==> src/source/host_msg_pkg.sv <==
// **************************************************
// Host message path shared definitions
// **************************************************

package host_msg_pkg;

  // Width of one host stream word
  localparam int MSG_WIDTH = 32;

  // One message word as carried on both host streams
  typedef logic [MSG_WIDTH-1:0] msg_word_t;

  // All ones closes a stream and is never forwarded
  localparam msg_word_t END_MARKER = '1;

  // **************************************************
  // FIFO sizing
  // **************************************************

  // Entries in the FIFO that takes host writes
  localparam int IN_DEPTH_DEFAULT = 16;

  // Entries in the FIFO that feeds host reads
  localparam int OUT_DEPTH_DEFAULT = 16;

  // almost_full rises once fewer than this many entries are free
  localparam int AFULL_MARGIN_DEFAULT = 2;

  // **************************************************
  // Forwarding stage FSM
  // **************************************************

  // Run until the end marker is seen, then stay ended until reset
  typedef enum logic {
    fwd_run,
    fwd_ended
  } fwd_state_t;

endpackage
==> src/source/host_msg_loop.sv <==
`timescale 1ns/100ps

// Host message loopback
// write stream -> inbound FIFO -> forwarding stage -> outbound FIFO -> read stream
module host_msg_loop
  import host_msg_pkg::*;
#(
  parameter int IN_DEPTH  = IN_DEPTH_DEFAULT,
  parameter int OUT_DEPTH = OUT_DEPTH_DEFAULT
) (
  input  logic      bus_clk,
  input  logic      rst,

  // Host write stream
  input  logic      wr_en,
  input  msg_word_t wr_data,
  output logic      wr_full,
  output logic      wr_overflow,

  // Host read stream
  input  logic      rd_en,
  output msg_word_t rd_data,
  output logic      rd_empty,
  output logic      rd_eof
);

  // **************************************************
  // Internal path
  // **************************************************

  // Inbound FIFO to forwarding stage
  msg_word_t in_data;
  logic      in_empty;
  logic      in_pop;

  // Forwarding stage to outbound FIFO
  msg_word_t out_data;
  logic      out_push;
  logic      out_full;

  // Host writes land here, almost_full is the warning to the host
  msg_fifo #(
    .DEPTH        (IN_DEPTH),
    .AFULL_MARGIN (AFULL_MARGIN_DEFAULT)
  ) i_in_fifo (
    .bus_clk     (bus_clk),
    .rst         (rst),
    .wr_en       (wr_en),
    .din         (wr_data),
    .rd_en       (in_pop),
    .dout        (in_data),
    .empty       (in_empty),
    .full        (),
    .almost_full (wr_full),
    .overflow    (wr_overflow)
  );

  // One word in flight between the FIFOs
  msg_forward i_forward (
    .bus_clk   (bus_clk),
    .rst       (rst),
    .in_data   (in_data),
    .in_empty  (in_empty),
    .in_pop    (in_pop),
    .out_data  (out_data),
    .out_push  (out_push),
    .out_full  (out_full),
    .out_empty (rd_empty),
    .eof       (rd_eof)
  );

  // Stage honours true full, so no overflow here
  msg_fifo #(
    .DEPTH        (OUT_DEPTH),
    .AFULL_MARGIN (AFULL_MARGIN_DEFAULT)
  ) i_out_fifo (
    .bus_clk     (bus_clk),
    .rst         (rst),
    .wr_en       (out_push),
    .din         (out_data),
    .rd_en       (rd_en),
    .dout        (rd_data),
    .empty       (rd_empty),
    .full        (out_full),
    .almost_full (),
    .overflow    ()
  );

endmodule

==> src/source/msg_forward.sv <==
`timescale 1ns/100ps

// Moves words from the inbound FIFO to the outbound FIFO
// and strips the end marker
module msg_forward
  import host_msg_pkg::*;
(
  input  logic      bus_clk,
  input  logic      rst,

  // Inbound FIFO head
  input  msg_word_t in_data,
  input  logic      in_empty,
  output logic      in_pop,

  // Outbound FIFO write side
  output msg_word_t out_data,
  output logic      out_push,
  input  logic      out_full,
  input  logic      out_empty,

  // Stream finished and fully drained
  output logic      eof
);

  fwd_state_t state;
  msg_word_t  hold_data;
  logic       hold_valid;
  logic       is_marker;
  logic       load;

  // **************************************************
  // Handshake
  // **************************************************

  // Held word leaves whenever the outbound FIFO has room
  assign out_push = hold_valid && !out_full;
  assign out_data = hold_data;

  // Pop when the register is free or drains this cycle
  assign in_pop = (state == fwd_run) && !in_empty && (!hold_valid || out_push);

  assign is_marker = (in_data == END_MARKER);

  // Only ordinary words reach the register
  assign load = in_pop && !is_marker;

  // Everything before the marker has been read by the host
  assign eof = (state == fwd_ended) && !hold_valid && out_empty;

  // **************************************************
  // FSM
  // **************************************************

  always_ff @(posedge bus_clk) begin
    if (rst) begin
      state <= fwd_run;
    end else begin
      case (state)
        fwd_run: begin
          // Marker is consumed here and not forwarded
          if (in_pop && is_marker) begin
            state <= fwd_ended;
          end
        end
        fwd_ended: begin
          // Popping stops, leave only through reset
          state <= fwd_ended;
        end
        default: begin
          state <= fwd_run;
        end
      endcase
    end
  end

  // Valid bit of the output register
  always_ff @(posedge bus_clk) begin
    if (rst) begin
      hold_valid <= 1'b0;
    end else if (load) begin
      hold_valid <= 1'b1;
    end else if (out_push) begin
      hold_valid <= 1'b0;
    end
  end

  // Payload
  always_ff @(posedge bus_clk) begin
    if (load) begin
      hold_data <= in_data;
    end
  end

endmodule

==> src/source/msg_fifo.sv <==
`timescale 1ns/100ps

// Synchronous FIFO with first-word-fall-through output
module msg_fifo
  import host_msg_pkg::*;
#(
  // Must be a power of two, 4 or more
  parameter int DEPTH        = IN_DEPTH_DEFAULT,
  parameter int AFULL_MARGIN = AFULL_MARGIN_DEFAULT
) (
  input  logic      bus_clk,
  input  logic      rst,

  // Write side
  input  logic      wr_en,
  input  msg_word_t din,

  // Read side, dout valid whenever empty is low
  input  logic      rd_en,
  output msg_word_t dout,
  output logic      empty,

  // Status
  output logic      full,
  output logic      almost_full,
  output logic      overflow
);

  localparam int PTR_W = $clog2(DEPTH);
  localparam int CNT_W = PTR_W + 1;

  // **************************************************
  // Storage and pointers
  // **************************************************

  msg_word_t        mem [DEPTH];
  logic [PTR_W-1:0] wr_ptr;
  logic [PTR_W-1:0] rd_ptr;
  logic [CNT_W-1:0] count;
  logic [CNT_W-1:0] free_slots;
  logic             do_write;
  logic             do_read;

  // A write into a full FIFO is lost
  assign do_write = wr_en && !full;
  assign do_read  = rd_en && !empty;

  // **************************************************
  // Flags
  // **************************************************

  assign free_slots  = CNT_W'(DEPTH) - count;
  assign empty       = (count == '0);
  assign full        = (count == CNT_W'(DEPTH));
  assign almost_full = (free_slots < CNT_W'(AFULL_MARGIN));

  // Head word shows without a read request
  assign dout = mem[rd_ptr];

  // Array write
  always_ff @(posedge bus_clk) begin
    if (do_write) begin
      mem[wr_ptr] <= din;
    end
  end

  // Pointers wrap on their own for a power-of-two depth
  always_ff @(posedge bus_clk) begin
    if (rst) begin
      wr_ptr <= '0;
      rd_ptr <= '0;
    end else begin
      if (do_write) begin
        wr_ptr <= wr_ptr + 1'b1;
      end
      if (do_read) begin
        rd_ptr <= rd_ptr + 1'b1;
      end
    end
  end

  // Occupancy
  always_ff @(posedge bus_clk) begin
    if (rst) begin
      count <= '0;
    end else begin
      case ({do_write, do_read})
        2'b10:   count <= count + 1'b1;
        2'b01:   count <= count - 1'b1;
        default: count <= count;
      endcase
    end
  end

  // Sticky until reset
  always_ff @(posedge bus_clk) begin
    if (rst) begin
      overflow <= 1'b0;
    end else if (wr_en && full) begin
      overflow <= 1'b1;
    end
  end

endmodule

==> config.mk <==
export PLATFORM = sky130hd
export DESIGN_NAME = host_msg_loop
export DESIGN_NICKNAME = d
export VERILOG_FILES = /design/src/source/host_msg_pkg.sv /design/src/source/host_msg_loop.sv /design/src/source/msg_forward.sv /design/src/source/msg_fifo.sv
export SDC_FILE = /design/constraint.sdc
export NUM_CORES = 1
export LEC_CHECK = 0
export BUFFER_PORTS_ARGS = -buffer_cell sky130_fd_sc_hd__buf_2
export CAP_MARGIN = 20
export CORE_UTILIZATION = 31
export DETAILED_ROUTE_END_ITERATION = 8
export GPL_TIMING_DRIVEN = 0
export HOLD_SLACK_MARGIN = 0.1
export SYNTH_ARGS = -nofsm -noshare
export SYNTH_HDL_FRONTEND = slang
export SYNTH_SLANG_ARGS = --single-unit
==> constraint.sdc <==
create_clock -name bus_clk -period 13.8 [get_ports bus_clk]
set_clock_uncertainty 0.05 [all_clocks]
set_input_delay 1.38 -clock bus_clk [delete_from_list [all_inputs] [get_ports bus_clk]]
set_output_delay 1.38 -clock bus_clk [all_outputs]
set_load 0.05 [all_outputs]
# Yosys cells after proc, flatten, opt, wreduce, memory -nomap -nowiden
# Memory sizes are Yosys's and may differ from the RTL's. A register that Yosys moved wholly into a read port is not among the register bits.
# Index checks and enable logic that the tools add are counted.
# classes
n_bitwise,1
eq_ne,7
n_reduce_logical,24
add_sub_neg,9
n_mux,14
n_lt_le_gt_ge,1
# ops
operator,n
"equality test 32 bit, second input constant",1
one-hot mux 5 bit (2 select lines),2
"adder 4 x 1 -> 4 bit, second input constant",4
two-way mux 4 bit,4
logical AND 1 bit,12
"adder 5 x 1 -> 5 bit, second input constant",2
"equality test 5 bit, second input constant",2
zero test 5 bit,2
"subtractor 5 x 1 -> 5 bit, second input constant",2
two-way mux 1 bit,7
zero test 1 bit,6
nonzero test 2 bit,3
"less-than comparator 5 x 2 -> 1 bit, second input constant",1
"subtractor 5 bit, first input constant",1
"equality test 2 x 1 -> 1 bit, second input constant",2
"equality test 2 bit, second input constant",2
one-hot mux 1 bit (2 select lines),1
logical OR 1 bit,1
NOT 1 bit,1
# word_totals
inputBits,36
mem_count,2
elab_cells,68
mem_bits_rw,1024
register_bits,61
output_inout_bits,36
# mem_list
name,depth,word_bits,rd,rd_clocked_by_memory_dff,write_ports,line,text
i_in_fifo.mem,16,32,1,1,1,msg_fifo.sv:36,msg_word_t mem [DEPTH];
i_out_fifo.mem,16,32,1,1,1,msg_fifo.sv:36,

# Depth between registers and ports, before layout
# depth
ltp_word,8
depth_mapped,18
depth_no_buf,15

# Modules after synthesis
# Synthesis repeated with hierarchy kept, for this count alone.
# unflattened
cells_unflattened,1734
area_unflattened_um2,41653.7
# by_module_without_submodules
mod,instances,cells_each,area_each_um2
msg_fifo at i_in_fifo,1,839,20275.7
msg_fifo at i_out_fifo,1,839,20243.2
msg_forward,1,56,1134.8

# Worst setup path after synthesis
# Ideal clock, no wire load.
# synth_timing
kind,input port to flip-flop
start,input port wr_en
end,memory i_in_fifo.mem[3][0] (netlist bit) (enable)
required_time_ps,13289
path_slack_ps,9168
setup_ps,461
t_arrival_ps,4121
stages,4
path_buffers,1
cell_sequence,nor2b_1 -> clkbuf_1 -> nand2_1 -> nor3_1
# synth_between
elab_chain_cells,3
# synth_rtl
element,line,text
start: declaration,host_msg_loop.sv:15,"input logic wr_en,"
logical AND 1 bit,msg_fifo.sv:45,assign do_write = wr_en && !full;
two-way mux 1 bit,msg_fifo.sv:62,if (do_write) begin
two-way mux 1 bit (not written as such),msg_fifo.sv:63,mem[wr_ptr] <= din;
end: declaration,msg_fifo.sv:36,
# No other way between the ends.

==> metrics.md <==
| Metric | Value |
|---|---|
| Status | `finished clean` |
| RD Place Congestion | `0.7448` |
| CP Class | `reg -> out` |
| Core box area | `133500 um2` |
| Synth Area per Inst | `23.02 um2` |
| Met1 Use GR | `19.05%` |
| WL per Instance | `25.19 um` |
| Main flop type after synthesis | `edfxtp_1` |
| Post-synth ARST share | `0%` |
| Share of layout cells above drive strength 1 | `29.69%` |
| Post-CTS Hold Buffers | `0` |
| Worst slew pin tran | `1016 ps` |
| Top cell by count, worst path | `mux4_2` |
| Final setup violation count | `0` |
| Hold Crit Class | `reg -> reg` |
| Synthesized flop and latch total | `1093` |
| Largest net degree at the start of global routing | `20` |
| Die outline width | `368.9 um` |
| Initial antenna violation count | `18` |
| Setup TNS | `0 ps` |
| Post-CTS Setup Bufs | `0` |
| GRT overflow | `0` |
| Seq/Total Area, Yosys | `77.78%` |
| DRC | `0` |
| Syn-to-layout area delta | `17.60%` |
| Maximum vdd drop | `0.0001059 V` |
| DRT iter0 DRCs | `2148` |
| CTS sink count | `1093` |
| RSZ-0062 raised after global routing | `no` |
| Critical Path RT | `12370 ps` |
| Number of enable flip-flop cells after synthesis | `1056` |
| Mapped Cells | `1812` |
| Final instance area | `49060 um2` |
| Dpl hpwl | `64950 um` |
| Num ports | `72` |
| Leakage power figure | `0.01516 uW` |
| Initial DRT Pass Iterations | `5` |
| CTS tree | `yes` |
| CP max-delay cell | `buf_1` |
| Max incr delay on CP | `780 ps` |
| CP top delay family | `buffers and inverters` |
| Slew margin rel. | `32.30%` |
| Fin crit period | `5310 ps` |
| Syn Std Cell Area | `41720 um2` |
| YS warnings | `0` |
| Die Y-Extent | `368.9 um` |
| Max Freq | `0.1883 GHz` |
| Placed Area | `45580 um2` |
| Skew-Pair Late Insertion Delay | `670 ps` |
| Final worst path period share | `38.48%` |
| Total CTS buffers | `104` |
| Clock tree buffer depth | `3` |
| CP endpoint kind | `output port` |
| Post-CTS sizing | `0` |
| Fin. Hold Viols | `0` |
| Max FO, Critical Path | `10` |
| GR peak layer | `met2` |
| Cell Pwr Density | `181.7 nW/um2` |
| CP Launch Type | `register` |
| Final Slew Violations | `0` |
| Vias per cell | `4.977` |
| Crit path cell chain | `clkbuf_1 -> buf_1 -> mux4_2 -> mux4_2 -> buf_2` |
| First-pass GRT wire length | `143000 um` |
| IO Port Bufs | `70` |
| Detail Route Antenna Nets | `0` |
| DR vias | `19498` |
| Post-Syn Nets | `1868` |
| MaxCap Viol Count | `0` |
| Starting Density | `31.26%` |
| Total Routing Usage GR | `14.50%` |
| Drt total wl | `98690 um` |
| Clk Tree Root Cell | `clkbuf_16` |
| CP bufs+invs | `3` |
| Met2 GRT Util | `25.05%` |
| Netlist cell types | `56` |
| Vias in the first global route | `20363` |
| Crit path DAT | `3880 ps` |
| Htree depth | `3` |
| Worst-path clk slew | `70 ps` |
| Die ar. | `136100 um2` |
| Num rows | `134` |
| Nets | `2116` |
| Grt met3 use | `2.425%` |
==> flip-flops by register name, indices dropped and copies added, names as in the netlist, named ones only <==
name                  count
i_forward.hold_valid      1
i_forward.out_data       32
i_forward.state           1
i_in_fifo.count           5
i_in_fifo.mem           512
i_in_fifo.overflow        1
i_in_fifo.rd_ptr          4
i_in_fifo.wr_ptr          4
i_out_fifo.count          5
i_out_fifo.mem          512
i_out_fifo.rd_ptr         4
i_out_fifo.wr_ptr         4
==> worst min-delay path: cells and delay by family (launching register included) <==
kind / cells / cell delay (ps)
AND/OR/NAND/NOR: 1 / 90
AO/OA/AOI/OAI: 1 / 40
flip-flops: 1 / 330
==> cells by family (layout without fill, tap and decap cells) <==
| family | count (synthesis) | in the layout | synth area share [%] |
|---|---|---|---|
| mux | 334 | 334 | 16.62 |
| xor+xnor | 22 | 22 | 0.4618 |
| flops | 1093 | 1093 | 77.78 |
| simple gates | 155 | 155 | 1.760 |
| buf+inv | 113 | 450 | 1.487 |
| other cells | 0 | 1 | 0 |
| compound gates | 75 | 75 | 1.269 |
| fa+ha+maj | 20 | 20 | 0.6178 |
==> Yosys cell counts (all sizes together), types with 2 or more instances <==
cell,n,area share (%)
ha,19,0.57
nor3b,4,0.072
or3,2,0.030
inv,19,0.17
a221oi,14,0.34
xnor2,6,0.13
and4,4,0.084
clkbuf,48,0.43
xor2,16,0.34
mux2i,49,1.2
nand2b,5,0.075
nor4,2,0.045
nor2,60,0.54
nand3,2,0.024
buf,45,0.87
a21o,2,0.036
mux2,2,0.054
dfxtp,37,1.8
edfxtp,1056,76
a21oi,15,0.18
mux4,283,15
a22oi,21,0.38
o21ai,14,0.17
nand2,40,0.36
and2,5,0.075
nor2b,7,0.10
nand4,6,0.090
nor3,12,0.14
==> path summary, 6_finish.rpt <==
| path | end | slack [ps] | cells past startpoint | start |
|---|---|---|---|---|
| setup / recovery | rd_data[12] | 8490 | 5 | register |
| hold / removal | i_in_fifo.overflow | 450 | 2 | i_in_fifo.overflow |
| setup reg to reg | i_forward.out_data[4] | 9070 | 11 | register |
| hold reg to reg | i_in_fifo.overflow | 450 | 2 | i_in_fifo.overflow |
==> final cells by class <==
cell class / instances / area (um2)
diodes: 1 / 2.502
plain buffers: 93 / 545.5
clock buffers: 129 / 2791
clock inverters: 66 / 598.1
fillers: 12086 / 84390
inverters: 20 / 75.07
multi-input cells: 606 / 8877
flip-flops and latches: 1093 / 32450
well taps: 1768 / 2212
repair buffers: 142 / 1511
==> routing by layer <==
layer	vias to the layer above	routed length, um
li1	8152	-
met1	10521	40790
met2	659	50170
met3	154	5780
met4	12	1874
met5	-	83
==> stage by stage <==
stage          utilization [%]  power (uW)  setup slack, ps  std cells  hold WS (ps)
6_report                 36.76        8917             8490       3918         447.3
3_3_place_gp             33.18        6066             5846       3650         414.3
2_1_floorplan                -        5496             9168       1812         405.1
3_5_place_dp             34.15        6176             8965       3714         448.7
5_1_grt                  36.76        9232             8246       3917         486.4
4_1_cts                  36.69        8982             8326       3909         464.3
==> cells in the final DEF (no fill, tap or decap), types with 13 or more instances in the layout <==
master,instances
buf_2,86
a22oi_1,21
clkinv_1,24
mux2i_1,49
buf_6,37
nand2_1,40
nor2_1,36
mux4_2,270
clkbuf_1,67
a21oi_1,15
inv_1,19
ha_1,19
edfxtp_1,1056
clkinv_2,20
dfxtp_1,37
xor2_1,16
nor2_4,24
buf_12,24
mux4_1,13
clkbuf_16,108
buf_8,15
==> power by group <==
group,internal (uW),leakage (uW),switching [uW],total (uW)
Combinational,714,0.00367,1040,1750
Clock,1620,0.00164,1210,2830
Sequential,4090,0.00985,252,4340
Note: power is estimated with default switching activity, not from simulation.
